### src/hw/fetch_pkg.sv
package fetch_pkg;

	//////////////////////////////
	// Widths and geometry
	//////////////////////////////

	localparam int PC_W        = 32;
	localparam int NUM_SLOTS   = 5;
	localparam int INST_BYTES  = 4;
	localparam int BTB_ENTRIES = 8;
	localparam int BTB_IDX_W   = 3;
	// Tag covers the PC bits above the index and the byte offset
	localparam int BTB_TAG_W   = PC_W - BTB_IDX_W - 2;

	typedef logic [PC_W-1:0]      addr_t;
	typedef logic [31:0]          inst_t;
	typedef logic [PC_W-1:0]      imm_t;
	typedef logic [6:0]           opcode_t;
	typedef logic [BTB_IDX_W-1:0] btb_idx_t;
	typedef logic [BTB_TAG_W-1:0] btb_tag_t;

	localparam addr_t   RESET_PC = 32'h0000_0000;
	localparam opcode_t OPC_JAL  = 7'b1101111;
	localparam opcode_t OPC_JALR = 7'b1100111;

	//////////////////////////////
	// Bundles and structs
	//////////////////////////////

	// Slot 0 sits in the lowest bits
	typedef inst_t [NUM_SLOTS-1:0] fetch_bundle_t;
	typedef addr_t [NUM_SLOTS-1:0] addr_vec_t;

	typedef struct packed {
		logic jal;
		logic jalr;
		imm_t imm;
	} slot_info_t;

	typedef slot_info_t [NUM_SLOTS-1:0] slot_info_vec_t;

	// Resolution coming back from execute
	typedef struct packed {
		logic  mispredict;
		logic  is_jalr;
		addr_t jalr_pc;
		addr_t correct_pc;
	} resolve_t;

	typedef struct packed {
		addr_vec_t inst_addr;
		addr_vec_t current_pc;
		addr_vec_t pc_save;
	} fetch_out_t;

endpackage

### src/hw/fetch_predecode.sv
module fetch_predecode (
	input  fetch_pkg::fetch_bundle_t  bundle,
	output fetch_pkg::slot_info_vec_t slots
);

	for (genvar i = 0; i < fetch_pkg::NUM_SLOTS; i++) begin : g_slot
		fetch_pkg::inst_t   word;
		fetch_pkg::opcode_t opcode;
		logic               is_jal;
		logic               is_jalr;
		fetch_pkg::imm_t    imm_j;
		fetch_pkg::imm_t    imm_i;
		fetch_pkg::imm_t    imm_sel;

		assign word   = bundle[i];
		assign opcode = word[6:0];

		assign is_jal  = (opcode == fetch_pkg::OPC_JAL);
		assign is_jalr = (opcode == fetch_pkg::OPC_JALR);

		// J-type, bit 0 always zero
		assign imm_j = {
			{11{word[31]}},
			word[31],
			word[19:12],
			word[20],
			word[30:21],
			1'b0
		};

		// I-type, sign extended from bit 31
		assign imm_i = {{20{word[31]}}, word[31:20]};

		always_comb begin
			if (is_jal) begin
				imm_sel = imm_j;
			end else if (is_jalr) begin
				imm_sel = imm_i;
			end else begin
				imm_sel = '0;
			end
		end

		assign slots[i] = '{
			jal:  is_jal,
			jalr: is_jalr,
			imm:  imm_sel
		};
	end

endmodule

### src/hw/fetch_top.sv
module fetch_top (
	input  logic                     clk,
	input  logic                     reset,
	input  fetch_pkg::fetch_bundle_t bundle,
	input  logic                     parallel_mode,
	input  logic                     bubble,
	input  fetch_pkg::resolve_t      resolve,
	output fetch_pkg::fetch_out_t    out
);

	fetch_pkg::slot_info_vec_t slots;
	fetch_pkg::addr_t          jalr_lookup_pc;
	logic                      pred_hit;
	fetch_pkg::addr_t          pred_target;

	fetch_predecode u_predecode (
		.bundle (bundle),
		.slots  (slots)
	);

	// JALR target prediction, trained by execute
	jalr_target_table u_jalr_table (
		.clk         (clk),
		.reset       (reset),
		.lookup_pc   (jalr_lookup_pc),
		.resolve     (resolve),
		.pred_hit    (pred_hit),
		.pred_target (pred_target)
	);

	pc_ctrl_super u_pc_ctrl (
		.clk            (clk),
		.reset          (reset),
		.bubble         (bubble),
		.parallel_mode  (parallel_mode),
		.slots          (slots),
		.pred_hit       (pred_hit),
		.pred_target    (pred_target),
		.resolve        (resolve),
		.jalr_lookup_pc (jalr_lookup_pc),
		.out            (out)
	);

endmodule

### src/hw/jalr_target_table.sv
module jalr_target_table (
	input  logic                clk,
	input  logic                reset,
	input  fetch_pkg::addr_t    lookup_pc,
	input  fetch_pkg::resolve_t resolve,
	output logic                pred_hit,
	output fetch_pkg::addr_t    pred_target
);

	logic [fetch_pkg::BTB_ENTRIES-1:0] valid_q;
	fetch_pkg::btb_tag_t               tag_mem [fetch_pkg::BTB_ENTRIES];
	fetch_pkg::addr_t                  target_mem [fetch_pkg::BTB_ENTRIES];

	fetch_pkg::btb_idx_t rd_idx;
	fetch_pkg::btb_tag_t rd_tag;
	fetch_pkg::btb_idx_t wr_idx;
	fetch_pkg::btb_tag_t wr_tag;
	logic                wr_en;

	//////////////////////////////
	// Lookup
	//////////////////////////////

	assign rd_idx = lookup_pc[fetch_pkg::BTB_IDX_W+1:2];
	assign rd_tag = lookup_pc[fetch_pkg::PC_W-1:fetch_pkg::BTB_IDX_W+2];

	assign pred_hit    = valid_q[rd_idx] && (tag_mem[rd_idx] == rd_tag);
	assign pred_target = target_mem[rd_idx];

	//////////////////////////////
	// Update from execute
	//////////////////////////////

	// Only a resolved JALR that went wrong trains the table
	assign wr_en  = resolve.mispredict && resolve.is_jalr;
	assign wr_idx = resolve.jalr_pc[fetch_pkg::BTB_IDX_W+1:2];
	assign wr_tag = resolve.jalr_pc[fetch_pkg::PC_W-1:fetch_pkg::BTB_IDX_W+2];

	always_ff @(posedge clk or negedge reset) begin
		if (!reset) begin
			valid_q <= '0;
		end else if (wr_en) begin
			valid_q[wr_idx] <= 1'b1;
		end
	end

	always_ff @(posedge clk) begin
		if (wr_en) begin
			tag_mem[wr_idx]    <= wr_tag;
			target_mem[wr_idx] <= resolve.correct_pc;
		end
	end

endmodule

### src/hw/pc_ctrl_super.sv
module pc_ctrl_super (
	input  logic                      clk,
	input  logic                      reset,
	input  logic                      bubble,
	input  logic                      parallel_mode,
	input  fetch_pkg::slot_info_vec_t slots,
	input  logic                      pred_hit,
	input  fetch_pkg::addr_t          pred_target,
	input  fetch_pkg::resolve_t       resolve,
	output fetch_pkg::addr_t          jalr_lookup_pc,
	output fetch_pkg::fetch_out_t     out
);

	fetch_pkg::addr_t pc_q;
	fetch_pkg::addr_t fetch_pc;
	fetch_pkg::addr_t fetch_addr;
	fetch_pkg::addr_t next_pc;
	fetch_pkg::addr_t seq_pc;
	fetch_pkg::addr_t jal_target;
	fetch_pkg::addr_t jalr_target;

	// First control transfer in the bundle
	logic             xfer_found;
	logic             xfer_is_jalr;
	fetch_pkg::addr_t xfer_pc;
	fetch_pkg::imm_t  xfer_imm;
	logic             jalr_found;

	logic [fetch_pkg::NUM_SLOTS-1:0] slot_xfer;
	fetch_pkg::addr_vec_t            slot_pc;
	fetch_pkg::addr_vec_t            inst_addr;
	fetch_pkg::addr_vec_t            pc_save;

	//////////////////////////////
	// Slot PCs and priority
	//////////////////////////////

	always_comb begin
		for (int i = 0; i < fetch_pkg::NUM_SLOTS; i++) begin
			slot_pc[i]   = parallel_mode ? pc_q + fetch_pkg::addr_t'(fetch_pkg::INST_BYTES * i)
			                             : pc_q;
			slot_xfer[i] = slots[i].jal | slots[i].jalr;
		end
	end

	// Scalar mode looks at slot 0 only
	always_comb begin
		xfer_found   = 1'b0;
		xfer_is_jalr = 1'b0;
		xfer_pc      = pc_q;
		xfer_imm     = '0;
		for (int i = 0; i < fetch_pkg::NUM_SLOTS; i++) begin
			if (!xfer_found && slot_xfer[i] && (parallel_mode || i == 0)) begin
				xfer_found   = 1'b1;
				xfer_is_jalr = slots[i].jalr;
				xfer_pc      = slot_pc[i];
				xfer_imm     = slots[i].imm;
			end
		end
	end

	always_comb begin
		jalr_found     = 1'b0;
		jalr_lookup_pc = slot_pc[0];
		for (int i = 0; i < fetch_pkg::NUM_SLOTS; i++) begin
			if (!jalr_found && slots[i].jalr && (parallel_mode || i == 0)) begin
				jalr_found     = 1'b1;
				jalr_lookup_pc = slot_pc[i];
			end
		end
	end

	//////////////////////////////
	// Next PC
	//////////////////////////////

	assign jal_target  = xfer_pc + {xfer_imm[fetch_pkg::PC_W-1:2], 2'b00};
	// Table miss falls through to the next word
	assign jalr_target = pred_hit ? pred_target
	                              : xfer_pc + fetch_pkg::addr_t'(fetch_pkg::INST_BYTES);

	assign seq_pc = pc_q + fetch_pkg::addr_t'(parallel_mode
		? fetch_pkg::NUM_SLOTS * fetch_pkg::INST_BYTES
		: fetch_pkg::INST_BYTES);

	assign next_pc = !xfer_found  ? seq_pc
	               : xfer_is_jalr ? jalr_target
	               :                jal_target;

	// Mispredict wins over bubble
	assign fetch_pc = resolve.mispredict ? resolve.correct_pc
	                : bubble             ? pc_q
	                :                      next_pc;

	assign fetch_addr = reset ? fetch_pc : fetch_pkg::RESET_PC;

	always_ff @(posedge clk or negedge reset) begin
		if (!reset) begin
			pc_q <= fetch_pkg::RESET_PC;
		end else begin
			pc_q <= fetch_pc;
		end
	end

	//////////////////////////////
	// Per-slot outputs
	//////////////////////////////

	always_comb begin
		for (int i = 0; i < fetch_pkg::NUM_SLOTS; i++) begin
			inst_addr[i] = parallel_mode
				? fetch_addr + fetch_pkg::addr_t'(fetch_pkg::INST_BYTES * i)
				: fetch_addr;
			// Link value for jumps, AUIPC-style sum otherwise
			pc_save[i] = slot_xfer[i]
				? slot_pc[i] + fetch_pkg::addr_t'(fetch_pkg::INST_BYTES)
				: slot_pc[i] + {slots[i].imm[fetch_pkg::PC_W-1:2], 2'b00};
		end
	end

	assign out = '{
		inst_addr:  inst_addr,
		current_pc: slot_pc,
		pc_save:    pc_save
	};

endmodule

### config.mk
export PLATFORM = sky130hd
export DESIGN_NAME = fetch_top
export DESIGN_NICKNAME = d
export VERILOG_FILES = /design/src/hw/fetch_pkg.sv /design/src/hw/fetch_predecode.sv /design/src/hw/fetch_top.sv /design/src/hw/jalr_target_table.sv /design/src/hw/pc_ctrl_super.sv
export SDC_FILE = /design/constraint.sdc
export NUM_CORES = 2
export LEC_CHECK = 0
export ABC_AREA = 1
export BUFFER_PORTS_ARGS = -buffer_cell sky130_fd_sc_hd__buf_4
export CORE_ASPECT_RATIO = 1.4
export CORE_UTILIZATION = 41
export DETAILED_ROUTE_END_ITERATION = 16
export MAX_ROUTING_LAYER = met4
export PLACE_DENSITY_LB_ADDON = 0.08
export SYNTH_ARGS = -nofsm -noshare
export SYNTH_HDL_FRONTEND = slang
export SYNTH_SLANG_ARGS = --single-unit
### constraint.sdc
create_clock -name clk -period 8.9 [get_ports clk]
set_input_delay 1.78 -clock clk [delete_from_list [all_inputs] [get_ports clk]]
set_output_delay 1.78 -clock clk [all_outputs]
set_load 0.02 [all_outputs]
# == Word level (Yosys, flattened, before mapping) ==
# Memory sizes are Yosys's and may differ from the RTL's.
# Index checks and enable logic that the tools add are counted.
# op_classes
n_addsub,20
magnitude_cmp,3
n_eq_ne,11
mux,63
n_bitwise,6
reduce_logical,27
# ops
operator,n
32-bit 2-to-1 mux,42
"32-bit by 3-bit adder with 32-bit output, second input constant",7
32-bit adder,7
"32-bit by 4-bit adder with 32-bit output, second input constant",4
"7-bit equality test, second input constant",10
"32-bit by 5-bit adder with 32-bit output, second input constant",2
27-bit equality test,1
1-bit logical AND,19
1-bit 2-to-1 mux,18
1-bit zero test,8
"3-bit by 4-bit < comparator with 1-bit output, second input constant",2
8-bit OR,1
5-bit 2-to-1 mux,1
1-bit OR,5
1-bit binary-select mux with 3-bit select,1
1-bit demux with 3-bit select,1
"3-bit by 1-bit greater-or-equal comparator with 1-bit output, second input constant",1
# totals
regBits,40
ramBits,472
in_bits,230
output_inout_bits,480
wordCells,134
mem_count,2
# mem_list
memory,depth,width,rd,rd_ports_with_merged_regs,wr,line,rtl
u_jalr_table.target_mem,8,32,1,0,1,jalr_target_table.sv:12,fetch_pkg::addr_t target_mem [fetch_pkg::BTB_ENTRIES];
u_jalr_table.tag_mem,8,27,1,0,1,jalr_target_table.sv:11,fetch_pkg::btb_tag_t tag_mem [fetch_pkg::BTB_ENTRIES];

# == Longest topological paths before layout ==
# depth
ltp_word,29
depth_mapped,46

# == Hierarchy ==
# Synthesis repeated with hierarchy kept, for this count alone.
# unflattened
cells_unflattened,6298
hier_area_um2,44375.1
# by_module_without_submodules
module,instances,cells_per_inst,area_each_um2,seq_area_each_um2
pc_ctrl_super,1,4172,22584.2,800.8
jalr_target_table,1,1744,19871.6,14373.8
fetch_predecode,1,382,1919.3,0.0

# == Least setup slack after synthesis ==
# Ideal clock, no wire load.
# synth_timing
kind,input to output
from,input bundle[1] in the netlist's numbering
to,output out[383] in the netlist's numbering
arrival_ns,7.380
required_ns,7.120
setup_slack_ns,-0.260
stages,39
path_buffers,4
cell_sequence,nand2_1 nor2_2 nand2_2 nand2_1 nor2_2 nand2_1 inv_2 nand2_1 buf_2 buf_4 clkbuf_1 clkbuf_1 o22ai_1 o31ai_1 ha_1 inv_1 nor3_1 nand2_1 [... 3 more ...] inv_1 o21ai_0 nand2_1 nand2_1 a21oi_1 o21ai_0 xor2_1 o21ai_0 o21ai_1 nand2_1 nand2_1 nand2_1 nor2_2 nand2_1 nor2_1 nand3_1 nor2_1 xor2_1
# synth_lines
item,line,rtl
from (decl),fetch_top.sv:4,"input fetch_pkg::fetch_bundle_t bundle,"
to (decl),fetch_top.sv:8,output fetch_pkg::fetch_out_t out

==> qor.yml <==
outcome: "finished, final reports clean"
crit_cells: 45
coreArea_um2: 102000
cp_top_family: "simple AND/OR/NAND/NOR gates"
hold_viol: 0
critical_path_class: "in2out"
worstMarginPinSlew_ns: 1.35
hpwl_um: 175000
r2r_start: "u_pc_ctrl.pc_q[4]$_DFF_PN0_"
synth.most_common_cell: "nand2_1"
die_h_um: 382
worst_ep_required_time_ns: 7.12
dpl.cell_count: 8593
worstSetupStartpointType: "input pin"
fin_crit_ns: 8.84
place_congestion: 1.09
ios: 710
track_usage_pct: 41.5
rows: 139
port_buffers: 677
synth_common_cells: "nand2_1, nand3_1, inv_1"
crit_arrival_ns: 7.06
crit_path_end_kind: "primary output"
num_vias: 48313
cp_slowest_cell: "nand4_1"
cap_viol_max_count: 0
cts_tree: "done"
synthFlopType: "edfxtp_1"
drive_gt1_share_pct: 31.5
grt_overflow: 0
routedWlPerCell_um: 25.4
async_reset_ff_share_pct: 7.81
worst-path-max-fanout: 8
die_area_um2: 105000
p_leak_nw: 28.8
dp_slack_ns: -0.743
min_to: "u_jalr_table.valid_q[0]$_DFFE_PN0P_"
fin_cells: 8769
grt_pass1_wl_um: 303000
hp-class: "reg2reg"
drcViolationCount: 0
cp_num_buf_inv: 11
r2r_cells: 34
drv_slew: 0
rsz0062_at_grt: "true"
antenna_found_initial: 3
htree_num_levels: 2
grt_pass1_vias: 44842
synth_cells: 5833
synth_top_area_share_pct: 33.5
viasPerCell: 5.51
regToRegEndpoint: "u_pc_ctrl.pc_q[31]$_DFF_PN0_"
setup_viol: 0
syn_to_final_growth_pct: 42.8
min_path_cells: 2
slowest_delay_ns: 0.26
hold_start: "u_jalr_table.valid_q[0]$_DFFE_PN0P_"
clock-skew-final_ns: 0.0513
grt_max_degree: 129
start_util_pct: 41.4
wl_um: 223000
clock_sinks: 512
numCtsBuffers: 45
p_per_area_nw_per_um2: 153
root_buffer: "clkbuf_16"
ant_nets: 0
synth_cell_type_count: 61
fin_crit_sh_pct: 99.3
cts_max_path_buffers: 3
yosysTopAreaCell: "edfxtp_1"
maxClockFrequency_mhz: 113
die_x_um: 274
synth_area_leaders: "edfxtp_1, nand2_1, nand3_1"
yosys_warnings: 0
synth-seq-area-share_pct: 35.8
netlist_area_um2: 42400
syn_avg_cell_area_um2: 7.26
r2r_slack_ns: 3.40
yosys_register_bits: 512
fin_nets: 7816
synth_edf_count: 472
layout_setup_ws_ns: 0.0591
drt-initial-drc-count: 4282
ctsHoldBuffers: 0
insertion_delay_ns: 0.62
vdd_ir_drop_max_v: 0.000193
clkTransAtPathRegs_ns: 0.07
relSlewSlack_pct: 8.72
dr.pass1.iters: 6
per-layer routing:
layer / vias to the layer above / wire [um] / track usage, %
met4: 0 / 19200 / 29.8
met1: 22956 / 82500 / 47.6
met2: 2345 / 105000 / 66.5
met3: 676 / 16700 / 5.27
li1: 22336 / - / -
met5: - / 0 / -
stage by stage:
stage / util [%] / hold WS [ns] / TNS [ns] / total power (W) / cell area, um2
2_1_floorplan: - / 0.427 / 0 / 0.00489 / 42800
3_3_place_gp: 54.2 / 0.438 / -34.76 / 0.00692 / 55500
3_5_place_dp: 54.2 / 0.451 / -36.95 / 0.00694 / 55500
4_1_cts: 56.1 / 0.467 / -0.0185 / 0.00892 / 57500
5_1_grt: 59.1 / 0.488 / -3.53 / 0.00953 / 60500
6_report: 59.1 / 0.463 / 0 / 0.00923 / 60500
worst register-to-register path, delay by kind of cell (launching register included):
kind / cells / cell delay (ns)
and+or+nand+nor: 15 / 1.62
buffers and inverters: 9 / 1.22
AOI/OAI and AO/OA: 6 / 0.87
xor gates and xnor gates: 2 / 0.69
adders and majority gates: 2 / 0.54
DFF: 1 / 0.46
registers in the layout, summed over array words and instances (netlist names):
name,count
u_jalr_table.target_mem,256
u_jalr_table.valid_q,8
u_pc_ctrl.pc_q,32
u_jalr_table.tag_mem,216
worst max path at each step:
stage / start / end
final: bundle[3] / out[377]
after global placement: bundle[6] / out[410]
after floorplan: bundle[1] / out[383]
after detailed placement: bundle[36] / out[410]
after CTS: bundle[0] / out[447]
after global routing: parallel_mode / out[377]
placed cells by master (no fill, tap or decap), types with 56 or more instances in the layout:
| cell type | count |
|---|---|
| nor2_1 | 334 |
| o21ai_0 | 201 |
| xor2_1 | 258 |
| nand4_1 | 64 |
| nand3_2 | 71 |
| conb_1 | 113 |
| buf_4 | 1548 |
| clkbuf_16 | 56 |
| inv_1 | 548 |
| nand2_1 | 1592 |
| a21oi_1 | 270 |
| nand3b_1 | 69 |
| nor2_4 | 64 |
| edfxtp_1 | 472 |
| nand2_2 | 121 |
| ha_1 | 169 |
| nand3_1 | 673 |
| nor2_2 | 69 |
repair_timing:
item	4_1_cts	5_1_grt
setup endpoints to repair	111	114
gates cloned	1	14
resized for setup	129	480
pin swaps	22	163
setup buffers	9	75
cell families (layout without fill, tap and decap cells):
logic type	Yosys count	count (layout)	synth area share, %
compound gates	711	711	9.44
buf+inv	885	2367	8.85
flops	512	512	35.8
other cells	2	116	0.0177
simple gates	3210	3211	33.5
xor+xnor	323	323	6.68
fa+ha+maj	190	190	5.70
power by group:
| group | internal (W) | switching [W] |
|---|---|---|
| sequential | 0.00269 | 0.0000360 |
| clock | 0.00107 | 0.000897 |
| combinational | 0.00169 | 0.00285 |
area by class of cell:
type                            count  area [um2]
Sequential cell                   512       15200
Fill cell                        9514       41900
Inverter                          613        2330
Clock inverter                     28         325
Antenna cell                        3        7.51
Timing Repair Buffer             1676       13700
Multi-Input combinational cell   4548       26100
Tap cell                         1339        1680
Clock buffer                       50        1150
Power figures use the tool's default switching activity.
